--- config.mk ---
export PLATFORM = sky130hd
export DESIGN_NAME = daq_top
export DESIGN_NICKNAME = d
export VERILOG_FILES = /design/src/common/daq_pkg.sv /design/src/hw/sync_fifo.sv /design/src/hw/sample_engine.sv /design/src/hw/ebi/ebi_bridge.sv /design/src/hw/daq_top.sv
export SDC_FILE = /design/constraint.sdc
export NUM_CORES = 1
export LEC_CHECK = 0
export ABC_AREA = 1
export BUFFER_PORTS_ARGS = -buffer_cell sky130_fd_sc_hd__clkbuf_2
export CORE_MARGIN = 1
export CORE_UTILIZATION = 50
export CTS_CLUSTER_DIAMETER = 50
export DETAILED_ROUTE_END_ITERATION = 8
export PLACE_DENSITY = 0.66
export RECOVER_POWER = 50
export REMOVE_ABC_BUFFERS = 1
export SETUP_SLACK_MARGIN = 0.3
export SYNTH_ARGS = -nofsm -noshare
export SYNTH_HDL_FRONTEND = slang
export SYNTH_SLANG_ARGS = --single-unit
--- constraint.sdc ---
create_clock -name clk -period 11.55 [get_ports clk]
set_clock_uncertainty 0.1 [all_clocks]
set_input_delay 0.5775 -clock clk [delete_from_list [all_inputs] [get_ports clk]]
set_output_delay 0.5775 -clock clk [all_outputs]
set_load 0.005 [all_outputs]
--- src/common/daq_pkg.sv ---
`default_nettype none

package daq_pkg;

  // --------------------------------------------------------------------------
  // widths
  // --------------------------------------------------------------------------
  localparam int bus_width  = 16;
  localparam int addr_width = 19;
  localparam int time_width = 32;

  typedef logic [bus_width-1:0]  bus_word_t;
  // only the low byte is decoded
  typedef logic [addr_width-1:0] bus_addr_t;
  typedef logic [bus_width-1:0]  sample_t;
  typedef logic [time_width-1:0] time_t;

  // --------------------------------------------------------------------------
  // host register map
  // --------------------------------------------------------------------------
  localparam logic [7:0] reg_status      = 8'd0;
  localparam logic [7:0] reg_cmd_w1      = 8'd1;
  localparam logic [7:0] reg_cmd_w2      = 8'd2;
  localparam logic [7:0] reg_cmd_w3      = 8'd3;
  localparam logic [7:0] reg_cmd_w4      = 8'd4;
  // write to w5 also queues the command
  localparam logic [7:0] reg_cmd_w5      = 8'd5;
  localparam logic [7:0] reg_next_sample = 8'd6;
  localparam logic [7:0] reg_time_reset  = 8'd7;
  localparam logic [7:0] reg_time_run    = 8'd8;
  localparam logic [7:0] reg_time_lo     = 8'd9;
  localparam logic [7:0] reg_time_hi     = 8'd10;

  // command record, word 1 in the low bits
  typedef struct packed {
    bus_word_t mask;
    bus_word_t gap;
    bus_word_t step;
    bus_word_t start;
    bus_word_t count;
  } cmd_t;

endpackage

`default_nettype wire

--- src/hw/sync_fifo.sv ---
`default_nettype none

module sync_fifo #(
  parameter type payload_t = logic [15:0],
  parameter int  depth     = 16
) (
  input  logic     clk,
  input  logic     rst,
  input  payload_t wr_data,
  input  logic     push,
  output payload_t rd_data,
  input  logic     pop,
  output logic     full,
  output logic     almost_full,
  output logic     empty,
  output logic     almost_empty
);

  // depth is a power of two so pointers wrap on their own
  localparam int aw = $clog2(depth);
  localparam logic [aw:0] full_lvl = (aw + 1)'(depth);
  localparam logic [aw:0] last_lvl = (aw + 1)'(depth - 1);

  payload_t      mem [depth];
  logic [aw-1:0] wr_ptr;
  logic [aw-1:0] rd_ptr;
  logic [aw:0]   used;
  logic          do_push;
  logic          do_pop;

  // illegal strobes are ignored
  assign do_push = push & ~full;
  assign do_pop  = pop & ~empty;

  assign full         = (used == full_lvl);
  assign almost_full  = (used == last_lvl);
  assign empty        = (used == '0);
  assign almost_empty = (used == 1);

  // head is shown combinationally
  assign rd_data = mem[rd_ptr];

  always_ff @(posedge clk) begin
    if (do_push) begin
      mem[wr_ptr] <= wr_data;
    end
  end

  // --------------------------------------------------------------------------
  // pointers and occupancy
  // --------------------------------------------------------------------------
  always_ff @(posedge clk) begin
    if (rst) begin
      wr_ptr <= '0;
      rd_ptr <= '0;
      used   <= '0;
    end else begin
      if (do_push) begin
        wr_ptr <= wr_ptr + 1'b1;
      end
      if (do_pop) begin
        rd_ptr <= rd_ptr + 1'b1;
      end
      case ({do_push, do_pop})
        2'b10:   used <= used + 1'b1;
        2'b01:   used <= used - 1'b1;
        default: used <= used;
      endcase
    end
  end

endmodule

`default_nettype wire

--- src/hw/sample_engine.sv ---
`default_nettype none

module sample_engine (
  input  logic             clk,
  input  logic             rst,
  // command fifo head
  input  daq_pkg::cmd_t    cmd_data,
  input  logic             cmd_empty,
  output logic             cmd_pop,
  // sample fifo write side
  output daq_pkg::sample_t smp_data,
  output logic             smp_push,
  input  logic             smp_full
);
  import daq_pkg::*;

  typedef enum logic {idle, emit} state_t;

  state_t    state;
  // samples still to send
  bus_word_t remain_q;
  // cycles left before the next sample
  bus_word_t gap_cnt_q;
  sample_t   value_q;
  bus_word_t step_q;
  bus_word_t gap_q;
  bus_word_t mask_q;

  assign cmd_pop  = (state == idle) && !cmd_empty;
  // full flag is the only flow control
  assign smp_push = (state == emit) && (gap_cnt_q == '0) && !smp_full;
  assign smp_data = value_q ^ mask_q;

  // --------------------------------------------------------------------------
  // sequencing
  // --------------------------------------------------------------------------
  always_ff @(posedge clk) begin
    if (rst) begin
      state     <= idle;
      remain_q  <= '0;
      gap_cnt_q <= '0;
    end else begin
      case (state)
        idle: begin
          if (cmd_pop) begin
            remain_q  <= cmd_data.count;
            gap_cnt_q <= '0;
            // zero count: popped, nothing sent
            if (cmd_data.count != '0) begin
              state <= emit;
            end
          end
        end
        emit: begin
          if (gap_cnt_q != '0) begin
            gap_cnt_q <= gap_cnt_q - 1'b1;
          end else if (smp_push) begin
            remain_q  <= remain_q - 1'b1;
            // period of max(1, gap) cycles
            gap_cnt_q <= (gap_q > 16'd1) ? gap_q - 16'd1 : '0;
            if (remain_q == 16'd1) begin
              state <= idle;
            end
          end
        end
        default: begin
          state <= idle;
        end
      endcase
    end
  end

  // ramp value, mask applied on output
  always_ff @(posedge clk) begin
    if (cmd_pop) begin
      value_q <= cmd_data.start;
      step_q  <= cmd_data.step;
      gap_q   <= cmd_data.gap;
      mask_q  <= cmd_data.mask;
    end else if (smp_push) begin
      value_q <= value_q + step_q;
    end
  end

endmodule

`default_nettype wire

--- src/hw/ebi/ebi_bridge.sv ---
`default_nettype none

module ebi_bridge (
  input  logic               clk,
  input  logic               rst,
  // host bus
  input  logic               cs,
  input  logic               rd,
  input  logic               wr,
  input  daq_pkg::bus_addr_t addr,
  input  daq_pkg::bus_word_t data_in,
  output daq_pkg::bus_word_t data_out,
  output logic               irq,
  // command fifo write side
  output daq_pkg::cmd_t      cmd_data,
  output logic               cmd_push,
  input  logic               cmd_full,
  input  logic               cmd_almost_full,
  input  logic               cmd_almost_empty,
  input  logic               cmd_empty,
  // sample fifo read side
  input  daq_pkg::sample_t   smp_data,
  output logic               smp_pop,
  input  logic               smp_full,
  input  logic               smp_almost_full,
  input  logic               smp_almost_empty,
  input  logic               smp_empty,
  output daq_pkg::time_t     global_time
);
  import daq_pkg::*;

  // status right after reset: both fifos empty
  localparam bus_word_t status_rst = 16'h1200;

  typedef enum logic [1:0] {idle, fetch, sample_wait, sample_load} state_t;

  state_t     state;
  state_t     next_state;
  logic [7:0] reg_sel;
  logic [7:0] wr_sel_q;
  logic       rd_d;
  logic       rd_dd;
  logic       wr_d;
  logic       wr_dd;
  logic       rd_done;
  logic       wr_done;
  logic       push_q;
  logic       capture_word;
  logic       reset_time;
  logic       run_time;
  logic       running;
  cmd_t       cmd_q;
  sample_t    hold_q;
  bus_word_t  status_q;
  bus_word_t  status_seen_q;
  bus_word_t  time_hi_q;
  time_t      time_q;

  assign reg_sel = addr[7:0];

  // --------------------------------------------------------------------------
  // falling edge detect of qualified rd and wr
  // --------------------------------------------------------------------------
  always_ff @(posedge clk) begin
    if (rst) begin
      rd_d  <= 1'b0;
      rd_dd <= 1'b0;
      wr_d  <= 1'b0;
      wr_dd <= 1'b0;
    end else begin
      rd_d  <= rd & cs;
      rd_dd <= rd_d;
      wr_d  <= wr & cs;
      wr_dd <= wr_d;
    end
  end

  // high for one cycle once the strobe is seen low
  assign rd_done = rd_dd & ~rd_d;
  assign wr_done = wr_dd & ~wr_d;

  // --------------------------------------------------------------------------
  // control fsm
  // --------------------------------------------------------------------------
  always_ff @(posedge clk) begin
    if (rst) begin
      state <= idle;
    end else begin
      state <= next_state;
    end
  end

  always_comb begin
    next_state   = state;
    capture_word = 1'b0;
    reset_time   = 1'b0;
    run_time     = 1'b0;
    smp_pop      = 1'b0;
    case (state)
      idle: begin
        next_state = fetch;
      end
      fetch: begin
        if (cs && wr) begin
          capture_word = 1'b1;
          reset_time   = (reg_sel == reg_time_reset);
          run_time     = (reg_sel == reg_time_run);
        end else if (cs && rd && reg_sel == reg_next_sample) begin
          next_state = sample_wait;
        end
      end
      // host still holds the current sample
      sample_wait: begin
        if (rd_done) begin
          next_state = sample_load;
        end
      end
      // prefetch for the next read
      sample_load: begin
        smp_pop    = ~smp_empty;
        next_state = fetch;
      end
      default: begin
        next_state = idle;
      end
    endcase
  end

  // --------------------------------------------------------------------------
  // command capture and push
  // --------------------------------------------------------------------------
  always_ff @(posedge clk) begin
    if (capture_word) begin
      case (reg_sel)
        reg_cmd_w1: cmd_q.count <= data_in;
        reg_cmd_w2: cmd_q.start <= data_in;
        reg_cmd_w3: cmd_q.step  <= data_in;
        reg_cmd_w4: cmd_q.gap   <= data_in;
        reg_cmd_w5: cmd_q.mask  <= data_in;
        default: ;
      endcase
    end
  end

  always_ff @(posedge clk) begin
    if (rst) begin
      wr_sel_q <= reg_status;
      push_q   <= 1'b0;
    end else begin
      // remember which register the pending write hit
      if (capture_word) begin
        wr_sel_q <= reg_sel;
      end
      push_q <= wr_done && (wr_sel_q == reg_cmd_w5);
    end
  end

  assign cmd_data = cmd_q;
  // command dropped when the fifo is full
  assign cmd_push = push_q & ~cmd_full;

  // --------------------------------------------------------------------------
  // sample holding, status and irq
  // --------------------------------------------------------------------------
  always_ff @(posedge clk) begin
    if (rst) begin
      hold_q        <= 16'hdead;
      status_q      <= status_rst;
      status_seen_q <= status_rst;
      irq           <= 1'b0;
    end else begin
      if (state == sample_load && !smp_empty) begin
        hold_q <= smp_data;
      end
      status_q <= {cmd_almost_full, cmd_full, cmd_almost_empty, cmd_empty,
                   smp_almost_full, smp_full, smp_empty, smp_almost_empty, 8'h00};
      // copy seen by the host
      if (cs && rd && reg_sel == reg_status) begin
        status_seen_q <= status_q;
      end
      irq <= (status_q != status_seen_q);
    end
  end

  // read mux, valid from the second cycle of a read
  always_ff @(posedge clk) begin
    if (cs && rd) begin
      case (reg_sel)
        reg_status:      data_out <= status_q;
        reg_next_sample: data_out <= hold_q;
        reg_time_lo:     data_out <= time_q[15:0];
        reg_time_hi:     data_out <= time_hi_q;
        default:         data_out <= '0;
      endcase
      // high half frozen with the low read
      if (reg_sel == reg_time_lo) begin
        time_hi_q <= time_q[31:16];
      end
    end
  end

  // --------------------------------------------------------------------------
  // acquisition timer
  // --------------------------------------------------------------------------
  always_ff @(posedge clk) begin
    if (rst) begin
      time_q  <= '0;
      running <= 1'b0;
    end else if (reset_time) begin
      // a reset also stops it
      time_q  <= '0;
      running <= 1'b0;
    end else begin
      if (running) begin
        time_q <= time_q + 1'b1;
      end
      if (run_time) begin
        running <= 1'b1;
      end
    end
  end

  assign global_time = time_q;

endmodule

`default_nettype wire

--- src/hw/daq_top.sv ---
`default_nettype none

module daq_top #(
  parameter int cmd_depth    = 4,
  parameter int sample_depth = 16
) (
  input  logic               clk,
  input  logic               rst,
  input  logic               cs,
  input  logic               rd,
  input  logic               wr,
  input  daq_pkg::bus_addr_t addr,
  input  daq_pkg::bus_word_t data_in,
  output daq_pkg::bus_word_t data_out,
  output logic               irq,
  output daq_pkg::time_t     global_time
);
  import daq_pkg::*;

  // --------------------------------------------------------------------------
  // command path
  // --------------------------------------------------------------------------
  cmd_t    cmd_wr_data;
  cmd_t    cmd_rd_data;
  logic    cmd_push;
  logic    cmd_pop;
  logic    cmd_full;
  logic    cmd_almost_full;
  logic    cmd_empty;
  logic    cmd_almost_empty;

  // sample path
  sample_t smp_wr_data;
  sample_t smp_rd_data;
  logic    smp_push;
  logic    smp_pop;
  logic    smp_full;
  logic    smp_almost_full;
  logic    smp_empty;
  logic    smp_almost_empty;

  ebi_bridge u_ebi_bridge (
    .clk              (clk),
    .rst              (rst),
    .cs               (cs),
    .rd               (rd),
    .wr               (wr),
    .addr             (addr),
    .data_in          (data_in),
    .data_out         (data_out),
    .irq              (irq),
    .cmd_data         (cmd_wr_data),
    .cmd_push         (cmd_push),
    .cmd_full         (cmd_full),
    .cmd_almost_full  (cmd_almost_full),
    .cmd_almost_empty (cmd_almost_empty),
    .cmd_empty        (cmd_empty),
    .smp_data         (smp_rd_data),
    .smp_pop          (smp_pop),
    .smp_full         (smp_full),
    .smp_almost_full  (smp_almost_full),
    .smp_almost_empty (smp_almost_empty),
    .smp_empty        (smp_empty),
    .global_time      (global_time)
  );

  sync_fifo #(
    .payload_t (cmd_t),
    .depth     (cmd_depth)
  ) u_cmd_fifo (
    .clk          (clk),
    .rst          (rst),
    .wr_data      (cmd_wr_data),
    .push         (cmd_push),
    .rd_data      (cmd_rd_data),
    .pop          (cmd_pop),
    .full         (cmd_full),
    .almost_full  (cmd_almost_full),
    .empty        (cmd_empty),
    .almost_empty (cmd_almost_empty)
  );

  // engine latches the head on its own pop
  sample_engine u_sample_engine (
    .clk       (clk),
    .rst       (rst),
    .cmd_data  (cmd_rd_data),
    .cmd_empty (cmd_empty),
    .cmd_pop   (cmd_pop),
    .smp_data  (smp_wr_data),
    .smp_push  (smp_push),
    .smp_full  (smp_full)
  );

  sync_fifo #(
    .payload_t (sample_t),
    .depth     (sample_depth)
  ) u_smp_fifo (
    .clk          (clk),
    .rst          (rst),
    .wr_data      (smp_wr_data),
    .push         (smp_push),
    .rd_data      (smp_rd_data),
    .pop          (smp_pop),
    .full         (smp_full),
    .almost_full  (smp_almost_full),
    .empty        (smp_empty),
    .almost_empty (smp_almost_empty)
  );

endmodule

`default_nettype wire

Yosys cells after proc, flatten, opt, wreduce, memory -nomap -nowiden:

Memory sizes are Yosys's and may differ from the RTL's. A register that Yosys moved wholly into a read port is not among the register bits.
Index checks and enable logic that the tools add are counted.

* memories: 2
* bits in writable memories: 576
* bits in registers: 310
* output and inout bits: 49
* logic and storage cells: 169

Memories
* u_cmd_fifo.mem: depth 4, bits a word 80, rd ports 1, clocked after memory_dff 1, write ports 1, RTL line sync_fifo.sv:24 `payload_t mem [depth];`
* u_smp_fifo.mem: depth 16, bits a word 16, rd ports 1, clocked after memory_dff 1, write ports 1, RTL line sync_fifo.sv:24

* $lt $le $gt $ge: 1
* equality and inequality tests: 33
* bitwise logic cells: 17
* multiplexer cells: 37
* add/subtract/negate cells: 13
* reduce and logical (&&, ||, !) cells: 33

Operators by type and width (count)
* $mux W16: 9
* $pmux W16 S2: 2
* $pmux W16 S4: 1
* $sub A16 B1 Y16 const B: 3
* $eq A8 B3 Y1 const B: 5
* $add A32 B1 Y32 const B: 1
* $reduce_bool A16 Y1: 2
* $eq A8 B4 Y1 const B: 3
* $add A16 B16 Y16: 1
* $eq A16 B1 Y1 const B: 1
* $eq A8 B2 Y1 const B: 2
* $gt A16 B1 Y1 const B: 1
* $logic_not A16 Y1: 1
* $mux W1: 16
* $ne A16 B16 Y1: 1
* $xor A16 B16 Y16: 1
* $reduce_and A2 Y1: 7
* $mux W2: 5
* $pmux W5 S2: 1
* $and A1 B1 Y1: 9
* $logic_and A1 B1 Y1: 9
* $add A4 B1 Y4 const B: 2
* $eq A2 B2 Y1 const B: 4
* $eq A8 B1 Y1 const B: 1
* 27 further kinds: 46

Depth between registers and ports, before layout:

* depth after elaboration: 6
* gate-level depth with buffers: 13
* gate-level depth less buffers: 13

By module:

Synthesis repeated with hierarchy kept, for this count alone.

* cells, all modules: 3487
* area total of the unflattened synthesis: 37684.9 sq um

Modules (own cells, without submodules)
* sync_fifo at u_cmd_fifo: times used 1, area an instance 12360.6 sq um, cells each 850
* sync_fifo at u_smp_fifo: times used 1, area an instance 11915.2 sq um, cells each 1168
* ebi_bridge: times used 1, area an instance 7492.2 sq um, cells each 721
* sample_engine: times used 1, area an instance 5916.9 sq um, cells each 748

Least setup slack after synthesis:

Ideal clock, no wire load.

* kind: flip-flop to flip-flop
* from: register u_cmd_fifo.used[0]
* to: memory u_cmd_fifo.mem[0][0] in the netlist's numbering (enable)
* data required time: 10931 ps
* path buffers: 0
* library setup time: 519 ps
* arrival time: 4204 ps
* cell stages (with the launch flop): 6
* slack: 6726 ps
* cells stage by stage: dfxtp_1 -> inv_1 -> ha_1 -> nand2_1 -> nand2_1 -> nor2_1

* longest elaborated chain between the ends: 6

Ends and longest elaborated chain
* start: declaration: RTL line sync_fifo.sv:27 `logic [aw:0] used;`
* start signal: assignment: RTL line sync_fifo.sv:65 `2'b10: used <= used + 1'b1;`
* start signal: assignment: RTL line sync_fifo.sv:66 `2'b01: used <= used - 1'b1;`
* start signal: assignment: RTL line sync_fifo.sv:67 `default: used <= used;`
* $eq A3 B3 Y1 *: RTL line sync_fifo.sv:35 `assign full = (used == full_lvl);`
* $not A1 Y1 *: RTL line sync_fifo.sv:32, ebi_bridge.sv:160
* $and A1 B1 Y1: RTL line ebi_bridge.sv:160 `assign cmd_push = push_q & ~cmd_full;`
* $and A1 B1 Y1 *: RTL line sync_fifo.sv:32 `assign do_push = push & ~full;`
* $mux W1 *: RTL line sync_fifo.sv:44 `if (do_push) begin`
* $mux W1 (implied by the code) *: RTL line sync_fifo.sv:45 `mem[wr_ptr] <= wr_data;`
* end: declaration: RTL line sync_fifo.sv:24

Every way passes the cells marked *; elsewhere a longest branch is shown, timed or not.

==> impl_summary.md <==
Timing
The count of final max-slew check failures came to 200. Subtracting the final worst setup slack from the clock period gives 4670 ps. The setup TNS is 0 ps. Setup violations remaining at the end of the flow were counted as 0. The worst slew margin relative to its limit is -0.934. Setup repair after global routing left no endpoint under its margin. The timing-limited maximum frequency is 214 MHz. The number of endpoints with negative hold slack in the final report is 0. The fraction of the cycle the final worst path needs is 0.404. At the pin with the least slew margin, the transition time is 2900 ps.

Route
The total DRC errors in the routed layout is 0. In this run the remaining antenna-violating nets after routing total 0. The detailed-route wire length per cell is 20.0 um.

The number of search-and-repair iterations in the first detailed-routing pass is 6. In this run, the number of DRC markers left after iteration 0 of detailed routing was 2210. The detailed router placed 23.8k vias in this run.

In the routed layout, each cell is associated on average with a via count of 5.59. The routed design has ~85 mm of wire.

Min path
The path category of the worst min-delay check is input port to flop. The origin of the worst min-delay path is wr.

Yosys
The cell area that synthesis handed to floorplanning was 0.0363 mm^2. The number of instances in the synthesized netlist is around 3.1k. The distinct cell type count of the synthesized netlist is 57. The share of the Yosys chip area taken by registers is 0.696. In the synthesized netlist the async set-or-reset flop fraction comes to 0.

The synthesized flop and latch total is 888. The number of enable flip-flop cells after synthesis is roughly 750. The flip-flop cell with the highest count after synthesis is edfxtp_1.

The total number of yosys warnings is 0. The average instance area after synthesis is 11.6 um^2.

Die
The die area is ~0.074 mm^2. The placement row count is 98. For this configuration, the core starts out at a cell density of 0.507. In this run the horizontal extent of the chip is ~270 um. The area of the core is 0.0717 mm^2. 89 I/O pins were placed. The floorplan step set the die height to 272 um.

Placement
The count of port buffers added during placement is 77. After detailed placement, the total cell area comes to 0.0377 mm^2. Routability-driven placement finished with a final weighted congestion of 0.894.

The detailed placement HPWL is ~50 mm.

Status
The checks that failed: capacitance limit, slew limit. The flow ran to the end, but the final reports show violations.

Clock network
The clock passes through at most 3 buffers. The insertion delay to the later sink of the worst-skew pair is between 600 and 700 ps. The hold buffer count at cts is 0. After clock tree synthesis, the clock-pin slew on the worst setup and hold paths is 60 ps. TritonCTS built the clock tree.

TritonCTS created 95 clock buffers. The tree built by TritonCTS fans out to about 890 sinks. Once the clock tree was built, the resizer swapped 0 gates to a different size. In this run the post-CTS setup repair buffer count came out at 0. The H-tree generated during clock tree synthesis spans 3 levels. The cell at the root of the clock tree is clkbuf_16.

Setup path
The maximum fanout encountered on the critical timing path is 51. The endpoint kind of the worst setup timing path is a flop. The category of the most critical setup path is flop to flop. The arrival time reported for the critical path endpoint is a little under 5000 ps. The required time of the critical path is 11850 ps.

The worst setup path is launched from a flop.

Pwr
The ratio of total power to cell area is 232 mW/mm^2. The static leakage power is about 0.014 uW. VDD sags by at most 176 uV.

GRT
Entering global routing, the biggest net connects 97 pins. In the global route stage, overall resource usage came out at 0.231. The final global-route overflow total is 0.

The via count of the first global-routing pass came to 23.5k. The initial antenna violation count is 1. The first global-routing pass estimated ~130 mm of wire.

Job
The max-capacitance violation count is 5.

Finish
The post-layout instance area is around 0.041 mm^2. From synthesis to final layout, the design area changed by 11.8%. The post-layout net count is 3318. Of the cells placed in the final design, the portion with a size suffix greater than 1 is 0.0879.
[cell usage in the layout, fill, tap and decap left out, types with 68 or more instances in the layout]
cell       netlist  layout
dfxtp_1        136     133
edfxtp_1       752     752
nand2_1        505     506
inv_1          156     156
nand3_1        157     157
a21oi_1        134     135
clkbuf_1        67      68
nor2_1         456     447
clkbuf_16        0      95
o21ai_0        290     290
o22ai_1         73      73
[area by class of cell]
type	count	area, um^2
diodes	1	2.50
clock buffers	113	2470
clock inverters	62	572
fillers	5895	31100
inverters	170	647
multi-input cells	1950	9760
flip-flops and latches	888	25300
well taps	950	1190
repair buffers	126	659
[state kept, by name, summed over array words and instances (netlist names), 32 cells and up, named ones only]
name	count
u_cmd_fifo.mem	320
u_ebi_bridge.cmd_data	80
u_ebi_bridge.global_time	32
u_smp_fifo.mem	256
[worst paths after layout]
kind                                              end  slack, ps  cells after the start
worst max-delay path            u_sample_engine.state       6880                      9
worst min-delay path                u_ebi_bridge.wr_d         60                      3
worst max register to register  u_sample_engine.state       6880                      9
worst min register to register     u_ebi_bridge.wr_dd        340                      2
[metal layers]
layer | wire length (um) | vias up | global-route usage | part of all wire
met4 | 2350 | 0 | 0.0785 | 0.028
met5 | 0 | - | 0 | 0
li1 | - | 11300 | - | -
met1 | 35900 | 11600 | 0.298 | 0.42
met2 | 42400 | 763 | 0.401 | 0.50
met3 | 4590 | 149 | 0.0301 | 0.054
[kinds of logic after synthesis]
logic type	after synthesis	share of synthesized area
DFF	888	0.696
xor gates and xnor gates	53	0.0128
adders and majority gates	47	0.0164
buffers and inverters	306	0.0358
and+or+nand+nor	1224	0.143
AOI/OAI and AO/OA	626	0.0957
[cells in the mapped netlist (all sizes together) (42+ instances only)]
master  instances  area (um^2)
inv           169          634
o22ai          73          457
buf            69          408
xor2           42          368
clkbuf         67          251
nor2          478         1920
nand3         162          836
nand2         514         1980
a21oi         135          679
o21ai         334         1670
edfxtp        752        22600
ha             46          576
dfxtp         136         2720
[where the power goes]
part,internal (uW),switching [uW]
combinational,653,1610
sequential,4060,176
clock,1670,1270
total,6380,3060
[per-stage QoR]
| stage | worst slack (ps) | hold WS [ps] | power [uW] | util | instances |
|---|---|---|---|---|---|
| after CTS | 8180 | 30.3 | 9490 | 0.568 | 4259 |
| final | 6880 | 62.1 | 9440 | 0.566 | 4260 |
| after global placement | 8220 | 321 | 6480 | 0.525 | 4084 |
| after floorplan | 6120 | 309 | 5810 | - | 3008 |
| after detailed placement | 8180 | 326 | 6570 | 0.525 | 4084 |
| after global routing | 6460 | 48.9 | 9920 | 0.566 | 4259 |
[critical path, cell delays in order, from the launching register on]
cell	delay, ps
dfxtp_1	310
inv_1	890
clkbuf_1	2120
nand3_1	280
nand2_1	170
nand2_1	60
nor2_1	160
nand2_1	100
o21ai_1	130
a21oi_1	70
Power figures use the tool's default switching activity.
